==> src/l1_d_pkg.sv <==
package l1_d_pkg;

    // address fields of a 28-bit word address
    localparam int tag_w = 21;
    localparam int index_w = 5;
    localparam int word_w = 2;
    localparam int line_addr_w = tag_w + index_w;

    // geometry
    localparam int ways = 2;
    localparam int sets = 32;
    localparam int words_per_line = 4;

    typedef struct packed {
        logic [tag_w-1:0]   tag;
        logic [index_w-1:0] index;
        logic [word_w-1:0]  word;
    } addr_t;

    typedef logic [words_per_line-1:0][31:0] line_t;

    typedef struct packed {
        logic        write;
        addr_t       addr;
        logic [31:0] wdata;
    } cpu_req_t;

    // write flag is echoed back to the core
    typedef struct packed {
        logic [31:0] rdata;
        logic        write;
    } cpu_resp_t;

    typedef struct packed {
        logic                   write;
        logic [line_addr_w-1:0] line_addr;
        line_t                  line;
    } l2_req_t;

    // fill_word set: answered word comes from the refill line
    typedef struct packed {
        logic [index_w-1:0] index;
        logic               way;
        logic [word_w-1:0]  word;
        logic               rd_hit;
        logic               wr_hit;
        logic               refill;
        logic               wb_read;
        logic               fill_word;
    } ctrl_op_t;

endpackage

==> src/l1_d_resp_merge.sv <==
module l1_d_resp_merge
    import l1_d_pkg::*;
(
    input  logic             clk,
    input  logic             nrst,
    input  logic             op_valid,
    input  ctrl_op_t         op,
    input  line_t            line_in,
    input  line_t            refill_line,
    input  logic [31:0]      wdata,
    input  logic             req_write,
    input  logic [tag_w-1:0] wb_tag,
    output l2_req_t          l2_req,
    output logic             resp_valid,
    input  logic             resp_ready,
    output cpu_resp_t        resp,
    output logic             resp_done
);

    ctrl_op_t    op_q;
    logic        op_valid_q;
    logic [31:0] fill_q;
    logic        answer;

    // array line lands one cycle after the op
    assign answer = op_valid_q && (op_q.rd_hit || op_q.wr_hit || op_q.refill);
    assign resp_done = resp_valid && resp_ready;

    always_ff @(posedge clk or negedge nrst)
    begin
        if (!nrst)
        begin
            op_valid_q <= 1'b0;
            resp_valid <= 1'b0;
        end
        else
        begin
            op_valid_q <= op_valid;
            if (answer)
            begin
                resp_valid <= 1'b1;
            end
            else if (resp_done)
            begin
                resp_valid <= 1'b0;
            end
        end
    end

    always_ff @(posedge clk)
    begin
        if (op_valid)
        begin
            op_q <= op;
            // refill line is only present this cycle
            if (op.fill_word)
            begin
                fill_q <= refill_line[op.word];
            end
        end
        if (answer)
        begin
            resp.write <= req_write;
            if (req_write)
            begin
                resp.rdata <= wdata;
            end
            else
            begin
                resp.rdata <= op_q.fill_word ? fill_q : line_in[op_q.word];
            end
        end
        if (op_valid_q && op_q.wb_read)
        begin
            l2_req.write <= 1'b1;
            l2_req.line_addr <= {wb_tag, op_q.index};
            l2_req.line <= line_in;
        end
    end

endmodule

==> config.mk <==
export PLATFORM = sky130hd
export DESIGN_NAME = l1_d_resp_merge
export DESIGN_NICKNAME = d
export VERILOG_FILES = /design/src/l1_d_pkg.sv /design/src/l1_d_resp_merge.sv
export SDC_FILE = /design/constraint.sdc
export NUM_CORES = 1
export LEC_CHECK = 0
export BUFFER_PORTS_ARGS = -buffer_cell sky130_fd_sc_hd__buf_2
export CORE_AREA = 2 2 203 205
export DETAILED_ROUTE_END_ITERATION = 10
export DIE_AREA = 0 0 205 207
export MAX_ROUTING_LAYER = met4
export PLACE_DENSITY = 0.43
export SLEW_MARGIN = 20
export SYNTH_ARGS = -nofsm -noshare
export SYNTH_HDL_FRONTEND = slang
export SYNTH_SLANG_ARGS = --single-unit
export TNS_END_PERCENT = 50
==> constraint.sdc <==
create_clock -name clk -period 5.38 [get_ports clk]
set_input_delay 1.614 -clock clk [delete_from_list [all_inputs] [get_ports clk]]
set_output_delay 1.614 -clock clk [all_outputs]
set_load 0.05 [all_outputs]
==> results of run 1 <==
critical path: stages:
cell and delay, ns:
buf_2 0.09, and2_1 0.11, buf_2 0.25
cells by family (layout without fill, tap and decap cells):
family                 Yosys count  count (layout)  synth area share
AO/OA/AOI/OAI                   34              34            0.0317
buffers and inverters           29             572            0.0157
flip-flops                     233             233             0.745
multiplexers                    64              64             0.154
other                            1               2          0.000400
AND/OR/NAND/NOR                 67              67            0.0529
layout make-up:
type	count	area, um2
fillers	4049	27000
inverters	1	3.75
repair buffers	522	2630
multi-input cells	166	2270
flip-flops and latches	233	6990
clock inverters	12	81.3
diodes	1	2.50
clock buffers	37	756
well taps	532	666
power groups by stage:
stage                     Combinational (W)  Sequential, W  Clock [W]
final                              0.000770        0.00217    0.00177
after global routing               0.000819        0.00218    0.00189
after CTS                          0.000787        0.00217    0.00183
after detailed placement           0.000786        0.00221          0
after global placement             0.000780        0.00221          0
after floorplan                    0.000210        0.00249          0
stage by stage:
step           power [W]  area, um2   util
2_1_floorplan    0.00270       9380      -
5_1_grt          0.00489      13400  0.332
3_5_place_dp     0.00299      12500  0.311
4_1_cts          0.00479      13400  0.332
3_3_place_gp     0.00299      12500  0.311
6_report         0.00471      13400  0.332
cells in the mapped netlist:
master    count  area share
conb_1        1     0.00040
a21o_1        1     0.00080
a221o_1       1      0.0011
clkbuf_1     15      0.0060
buf_4         1     0.00080
a211o_1      31       0.029
and3b_1      32       0.030
and2_1       34       0.023
o31a_1        1     0.00093
buf_6         4      0.0048
edfxtp_1    231        0.74
nor2_1        1     0.00040
mux4_1        2      0.0056
dfrtp_1       2      0.0053
inv_1         1     0.00040
mux4_2       62        0.15
buf_2         4      0.0021
buf_1         4      0.0016
flip-flops by register name (all words and copies together), names as in the netlist:
name        count
op_q           12
resp_valid      1
resp           33
l2_req        154
fill_q         32
op_valid_q      1
metal layers:
metal  GRT usage  vias up
met4      0.0323        0
met1       0.182     3205
li1            -     2864
met2       0.258      336
met5           -        -
met3      0.0382       37
how the worst max path moves through the flow:
stage	start	endpoint	slack [ns]	depth (start not counted)
floorplan	op_valid_q	l2_req[0]	0.99	1
global placement	resp_ready	resp_done	1.71	3
detailed placement	resp_ready	resp_done	1.70	3
CTS	resp_ready	resp_done	1.70	3
global route	resp_ready	resp_done	1.67	3
finish	resp_ready	resp_done	1.70	3
==> metrics.md, run 1 <==
| Metric | Value |
|---|---|
| Outcome | `completed` |
| Gate power share | `0.164` |
| Slew HR | `0.306` |
| H-tree depth | `1` |
| Peak supply drop | `0.200 mV` |
| Hold Path End | `l2_req[129]` |
| Max-cap check violation count | `0` |
| Largest net degree at the start of global routing | `71` |
| RR Endpoint | `resp[22]` |
| M1 WL | `approximately 13,000 um` |
| Clock Tree Buf Depth | `3` |
| DRT iter0 DRCs | `approximately 370` |
| Sequential-to-total area share from yosys stat | `0.745` |
| # rows | `74` |
| Max Freq | `around 270 MHz` |
| Syn Nets | `755` |
| Most common cell after layout, fill and taps aside | `buf_2` |
| Fin worst setup slack | `1.70 ns` |
| # Post-CTS Setup Buffers | `0` |
| Max layer used | `met4` |
| Global-route wire length before repair | `46,100 um` |
| Final net count | `1,279` |
| Clock share of power | `0.375` |
| DR WL/cell | `between 20 and 25 um` |
| I/O Buffers | `514` |
| Sw Pwr | `0.00129 W` |
| RSZ-0062 raised after global routing | `no` |
| Post-Route Setup TNS | `0 ns` |
| Max Clock Skew | `0.00868 ns` |
| Sequential share of power | `0.461` |
| Die height | `approximately 210 um` |
| Syn avg cell area | `21.9 um2` |
| GPL Wtd Cong | `0.793` |
| Most frequent cells in the layout | `buf_2 (514), edfxtp_1 (231), mux4_2 (62)` |
| WL met3 | `2660 um` |
| Area growth syn-to-layout | `42.8%` |
| Pint | `approximately 0.0034 W` |
| Worst Setup End Kind | `output pin` |
| Final hold slack | `around 0.42 ns` |
| Die X | `205 um` |
| Type of the tightest min-delay check | `reg2reg` |
| Worst-Skew Late Latency | `0.55 ns` |
| Core Box Area | `40,400 um2` |
| Leakage power | `roughly 5.7 nW` |
| WS Path Type | `in2out` |
| Number of global-route vias before repair | `between 7,000 and 8,000` |
| Clock Pin Slew Worst Setup and Hold Paths | `0.05 ns` |
| GR Overflow Total | `0` |
| FF+latch count, synth | `233` |
| Cell depth of the worst flop-to-flop path | `3` |
| Slew Limit Fails | `0` |
| Worst setup SP type | `input pin` |
| Gate Count Post-Synth | `428` |
| CTS Root Buffer Type | `clkbuf_16` |
| Tightest Pin Transition | `between 1 and 1.5 ns` |
| FF-to-FF Start | `op_q[6]` |
| CTS tree | `done` |
| DR vias/cell | `4.28` |
| Sw frac | `0.273` |
| Routed WL | `between 30,000 and 40,000 um` |
| Fin crit share | `0.684` |
| I/O pin count | `a little over 500` |
| Final HPWL DP | `24,000 um` |
| # placed instances | `1,454` |
| ANT nets after route | `0` |
| R2R setup slack | `2.91 ns` |
| Initial antenna violation count | `0` |
| Clock Sinks | `~230` |
| DR pass1 iterations | `4` |
| GR Util All Layers | `0.152` |
| Total CTS buffers | `28` |
| Crit path DAT | `2.06 ns` |
| Yosys cell types | `18` |
| Hold path startpoint | `op_q[9]` |
| Hold-fix buffers at CTS | `0` |
| Power density cells | `351 nW/um2` |
| Worst hold path depth | `0` |
| Die Area | `42,400 um2` |
| CP required | `approximately 3.8 ns` |
| Min Tclk post-route | `roughly 3.7 ns` |
| Yosys warns | `0` |
| Metal2 WL | `16,200 um` |
| Final routed DRC violation total | `0` |
| Synthesized area | `9380 um2` |
| Crit path max fanout | `2` |
| Share of layout cells above drive strength 1 | `0.643` |
| Post-cts repair resize count | `0` |
| Initial Util | `0.232` |
| Pre-CTS setup slack | `between 1.5 and 2 ns` |
| Final setup viols | `0` |
| Routed via count | `6,442` |
| Final hold violations | `0` |
| Non-Filler Instances | `1,504` |
(Power assumes the default switching activity.)
==> run 2, diff against run 1 <==
- PLACE_DENSITY: 0.43 -> 0.45
- clock period: 5.38 -> 3.1 ns (I/O delays scaled with it)
==> metrics.md, run 2 (synthesis gave the netlist of run 1 again) <==
| Metric | Value |
|---|---|
| Outcome | `completed` |
| Crit-path cells | `buf_2 -> and2_1 -> buf_2` |
| Crit path largest cell delay | `0.26 ns` |
| Die X | `between 200 and 250 um` |
| Core Box Area | `around 40,000 um2` |
| CP required | `2.17 ns` |
| Die Area | `42,400 um2` |
| Max Freq | `431 MHz` |
| ANT nets after route | `0` |
| Max-cap check violation count | `0` |
| RSZ-0062 raised after global routing | `no` |
| Reg area | `6990 um2` |
| Sw frac | `0.271` |
| Gate power share | `0.163` |
| Initial Util | `0.232` |
| Max reg flops | `154` |
| Worst setup SP type | `input pin` |
| Crit path depth | `3` |
| Clock Sinks | `~230` |
| Number of global-route vias before repair | `7,002` |
| Area growth syn-to-layout | `44.4%` |
| DR pass1 iterations | `4` |
| Die height | `207 um` |
| Worst Setup End Kind | `output pin` |
| Largest register by flop count | `l2_req` |
| Peak supply drop | `0.318 mV` |
| Routed via count | `6,419` |
| Total CTS buffers | `28` |
| Pint | `0.00603 W` |
| Final net count | `1,284` |
| CTS tree | `done` |
| Final setup viols | `0` |
| Power density cells | `611 nW/um2` |
| Tightest Pin Transition | `1.04 ns` |
| Crit path DAT | `approximately 1.4 ns` |
| Largest net degree at the start of global routing | `92` |
| GPL Wtd Cong | `0.778` |
| Sw Pwr | `0.00224 W` |
| Final HPWL DP | `24,100 um` |
| Top cell by count, worst path | `buf_2` |
| Share of layout cells above drive strength 1 | `0.647` |
| CTS Root Buffer Type | `clkbuf_16` |
| DRT iter0 DRCs | `between 200 and 250` |
| Slew Limit Fails | `0` |
| # rows | `74` |
| CP max stage cell | `buf_2` |
| I/O Buffers | `514` |
| Post-Route Setup TNS | `0 ns` |
| I/O pin count | `517` |
| Initial antenna violation count | `7` |
| Top delay family on crit path | `buffers and inverters` |
| Most common cell after layout, fill and taps aside | `buf_2` |
| GR Util All Layers | `0.149` |
| DR WL/cell | `21.0 um` |
| Most frequent cells in the layout | `buf_2 (514), edfxtp_1 (231), mux4_2 (62)` |
| Type of the tightest min-delay check | `in2async` |
| Leakage power | `5.74 nW` |
| Clock share of power | `0.383` |
| Hold-fix buffers at CTS | `0` |
| Routed WL | `31,900 um` |
| Max Clock Skew | `0.00722 ns` |
| Largest regs | `l2_req (154), resp (33), fill_q (32)` |
| Final routed DRC violation total | `0` |
| Placement Cell Area | `12,600 um2` |
| # Post-CTS Setup Buffers | `0` |
| Crit path max fanout | `2` |
| H-tree depth | `1` |
| Multi-input gate area | `2270 um2` |
| GR Overflow Total | `0` |
| DR vias/cell | `4.24` |
| Cell area after layout | `13,500 um2` |
| Worst-Skew Late Latency | `0.55 ns` |
| Global-route wire length before repair | `around 45,000 um` |
| Sequential share of power | `0.454` |
| Slew HR | `0.304` |
| Final hold violations | `0` |
| Cell depth of the worst flop-to-flop path | `3` |
| WS Path Type | `in2out` |
| Post-cts repair resize count | `0` |
| Clock Tree Buf Depth | `3` |
| Fill count | `approximately 4,000` |
| Fin crit share | `0.748` |
| Clock Pin Slew Worst Setup and Hold Paths | `0.06 ns` |
| CP bufs+invs | `2` |
| Min Tclk post-route | `~2.3 ns` |
run 2: stage by stage:
step | instances | worst slack (ns) | total power [W] | util | hold slack [ns]
finish | 1515 | 0.781 | 0.00827 | 0.336 | 0.162
global placement | 1459 | 0.586 | 0.00519 | 0.313 | 0.402
CTS | 1509 | 0.779 | 0.00842 | 0.335 | 0.125
detailed placement | 1459 | 0.548 | 0.00520 | 0.313 | 0.406
floorplan | 428 | 0.434 | 0.00467 | - | 0.400
global route | 1515 | 0.766 | 0.00862 | 0.336 | 0.137
run 2: final cells by class:
type | instances | area share
Sequential cell | 233 | 0.516
Clock inverter | 15 | 0.00933
Clock buffer | 35 | 0.0552
Antenna cell | 6 | 0.00111
Timing Repair Buffer | 527 | 0.202
Multi-Input combinational cell | 166 | 0.167
Inverter | 1 | 0.000277
Tap cell | 532 | 0.0491
run 2: worst reg2reg max path: stages, from the launching register on:
cell	delay (ns)
edfxtp_1	0.34
buf_4	0.42
mux4_2	0.64
a211o_1	0.31
run 2: power groups by stage:
stage | logic [W] | registers (W) | clock network, W
after floorplan | 0.000364 | 0.00431 | 0
after global placement | 0.00137 | 0.00382 | 0
after detailed placement | 0.00138 | 0.00382 | 0
after CTS | 0.00138 | 0.00376 | 0.00328
after global routing | 0.00144 | 0.00377 | 0.00341
final | 0.00135 | 0.00376 | 0.00317
run 2: metal layers:
layer | track usage | share of wire | vias to the layer above
met1 | 0.168 | 0.38 | 3182
met5 | - | 0 | -
met4 | 0.0404 | 0.020 | 0
met2 | 0.257 | 0.51 | 309
met3 | 0.0425 | 0.094 | 42
li1 | - | - | 2886
run 2: final timing paths:
check | slack (ns) | startpoint | end
worst min register to register | 0.42 | op_q[10] | l2_req[130]
worst min-delay path | 0.16 | nrst | resp_valid
max in group asynchronous | 2.84 | nrst | op_valid_q
worst max register to register | 1.15 | op_q[5] | resp[8]
min in group clk | 0.42 | op_q[10] | l2_req[130]
worst max-delay path | 0.78 | resp_ready | resp_done
==> run 3, diff against run 2 <==
- PLACE_DENSITY: 0.45 -> 0.43
- clock period: 3.1 -> 2.21 ns (I/O delays scaled with it)
==> metrics.md, run 3 (synthesis gave the netlist of run 1 again) <==
| Metric | Value |
|---|---|
| # placed instances | `about 1,500` |
| Final routed DRC violation total | `0` |
| CTS tree | `done` |
| Final hold violations | `0` |
| Peak supply drop | `~0.52 mV` |
| Outcome | `completed` |
| Largest register by flop count | `l2_req` |
| Post-layout util | `0.342` |
| CTS Root Buffer Type | `clkbuf_16` |
| DR pass1 iterations | `4` |
| Tightest Pin Transition | `0.630 ns` |
| ANT nets after route | `0` |
| Number of global-route vias before repair | `7,081` |
| Non-Filler Instances | `1,536` |
| Total CTS buffers | `29` |
| Final HPWL DP | `between 20,000 and 30,000 um` |
| Final setup viols | `0` |
| Max-cap check violation count | `0` |
| Clock Pin Slew Worst Setup and Hold Paths | `around 0.06 ns` |
| Largest regs | `l2_req (154), resp (33), fill_q (32)` |
| GR Util All Layers | `0.153` |
| Core Box Area | `between 40,000 and 50,000 um2` |
| Most frequent cells in the layout | `buf_2 (514), edfxtp_1 (231), mux4_2 (62)` |
| Post-Route Setup TNS | `0 ns` |
| Crit path DAT | `1.33 ns` |
| H-tree depth | `1` |
| GR Overflow Total | `0` |
| Max Clock Skew | `0.0347 ns` |
| Die height | `207 um` |
| Power density cells | `873 nW/um2` |
| Clock Sinks | `~230` |
| Area growth syn-to-layout | `47.2%` |
| CP required | `1.55 ns` |
| GPL Wtd Cong | `around 0.80` |
| # rows | `74` |
| Worst Setup End Kind | `output pin` |
| Share of layout cells above drive strength 1 | `0.650` |
| Final net count | `1,299` |
| Slew Limit Fails | `0` |
| Routed WL | `roughly 33,000 um` |
| I/O pin count | `slightly above 500` |
| Worst-Skew Late Latency | `0.56 ns` |
| Die X | `205 um` |
| WS Path Type | `reg2out` |
| Type of the tightest min-delay check | `in2reg` |
| Largest net degree at the start of global routing | `49` |
| Most common cell after layout, fill and taps aside | `buf_2` |
| I/O Buffers | `514` |
| Initial antenna violation count | `7` |
| Leakage power | `between 5 and 6 nW` |
| Die Area | `42,400 um2` |
| DR WL/cell | `21.3 um` |
| Worst setup SP type | `register` |
| Min Tclk post-route | `approximately 2 ns` |
| Fin crit share | `0.904` |
| Post-cts repair resize count | `0` |
| DR vias/cell | `4.23` |
| Initial Util | `0.232` |
| Global-route wire length before repair | `46,300 um` |
| Crit path max fanout | `3` |
| Max Freq | `approximately 500 MHz` |
| Clock Tree Buf Depth | `3` |
| Max reg flops | `154` |
| Worst hold path depth | `1` |
| Routed via count | `about 6,500` |
| Slew HR | `0.579` |
| RSZ-0062 raised after global routing | `no` |
| Cell depth of the worst flop-to-flop path | `3` |
| DRT iter0 DRCs | `274` |
[run 3: cell types whose count changed in the layout (fill, tap and decap cells not counted), sizes merged]
cell | previous run | this run
buf | 527 | 540
bufinv | 2 | 5
diode | 6 | 9
clkinvlp | 0 | 2
clkbuf | 35 | 34
clkinv | 12 | 11
dlygate4sd3 | 0 | 1
inv | 2 | 3
[run 3: per-layer routing]
metal  up-vias  GRT usage  share of wire
li1       2926          -              -
met1      3221      0.175           0.39
met2       317      0.267           0.51
met3        36     0.0395          0.086
met4         0     0.0392          0.018
met5         -          -              0
[run 3: worst paths after layout]
check / slack, ns / endpoint / start
min in group asynchronous: 0.42 / resp_valid / nrst
setup reg to reg: 0.38 / resp[16] / op_q[5]
hold reg to reg: 0.42 / l2_req[129] / op_q[9]
hold / removal: 0.28 / l2_req[147] / wb_tag[14]
setup / recovery: 0.21 / resp_done / resp_valid
max in group asynchronous: 1.69 / op_valid_q / nrst
[run 3: power breakdown]
| group | internal (W) | switching, W |
|---|---|---|
| logic | 0.000683 | 0.00126 |
| registers | 0.00520 | 0.0000671 |
| clock network | 0.00298 | 0.00187 |
[run 3: what timing repair did]
action	4_1_cts	5_1_grt
endpoints found under the setup margin	0	0
hold buffers	1	0
buffers inserted	0	0
hold endpoints to repair	2	0
[run 3: worst max-delay path, cell delays in order (launching register included)]
cell and delay [ns]:
dfrtp_1 0.39, and2_1 0.14, buf_2 0.25
[run 3: layout make-up]
cell class / count / area (um2)
repair buffers: 541 / 2900
inverters: 1 / 3.75
clock inverters: 20 / 228
flip-flops and latches: 233 / 6990
clock buffers: 34 / 744
multi-input cells: 166 / 2260
well taps: 532 / 666
diodes: 9 / 22.5
fillers: 4049 / 26600
[run 3: per-stage QoR]
stage	setup WS [ns]	cell area (um2)	hold WS, ns	power [W]
after floorplan	0.332	9380	0.367	0.00655
after detailed placement	0.137	12800	0.407	0.00734
after global routing	0.181	13800	0.254	0.0125
after global placement	0.203	12800	0.401	0.00732
final	0.213	13800	0.279	0.0121
after CTS	0.186	13800	0.239	0.0123
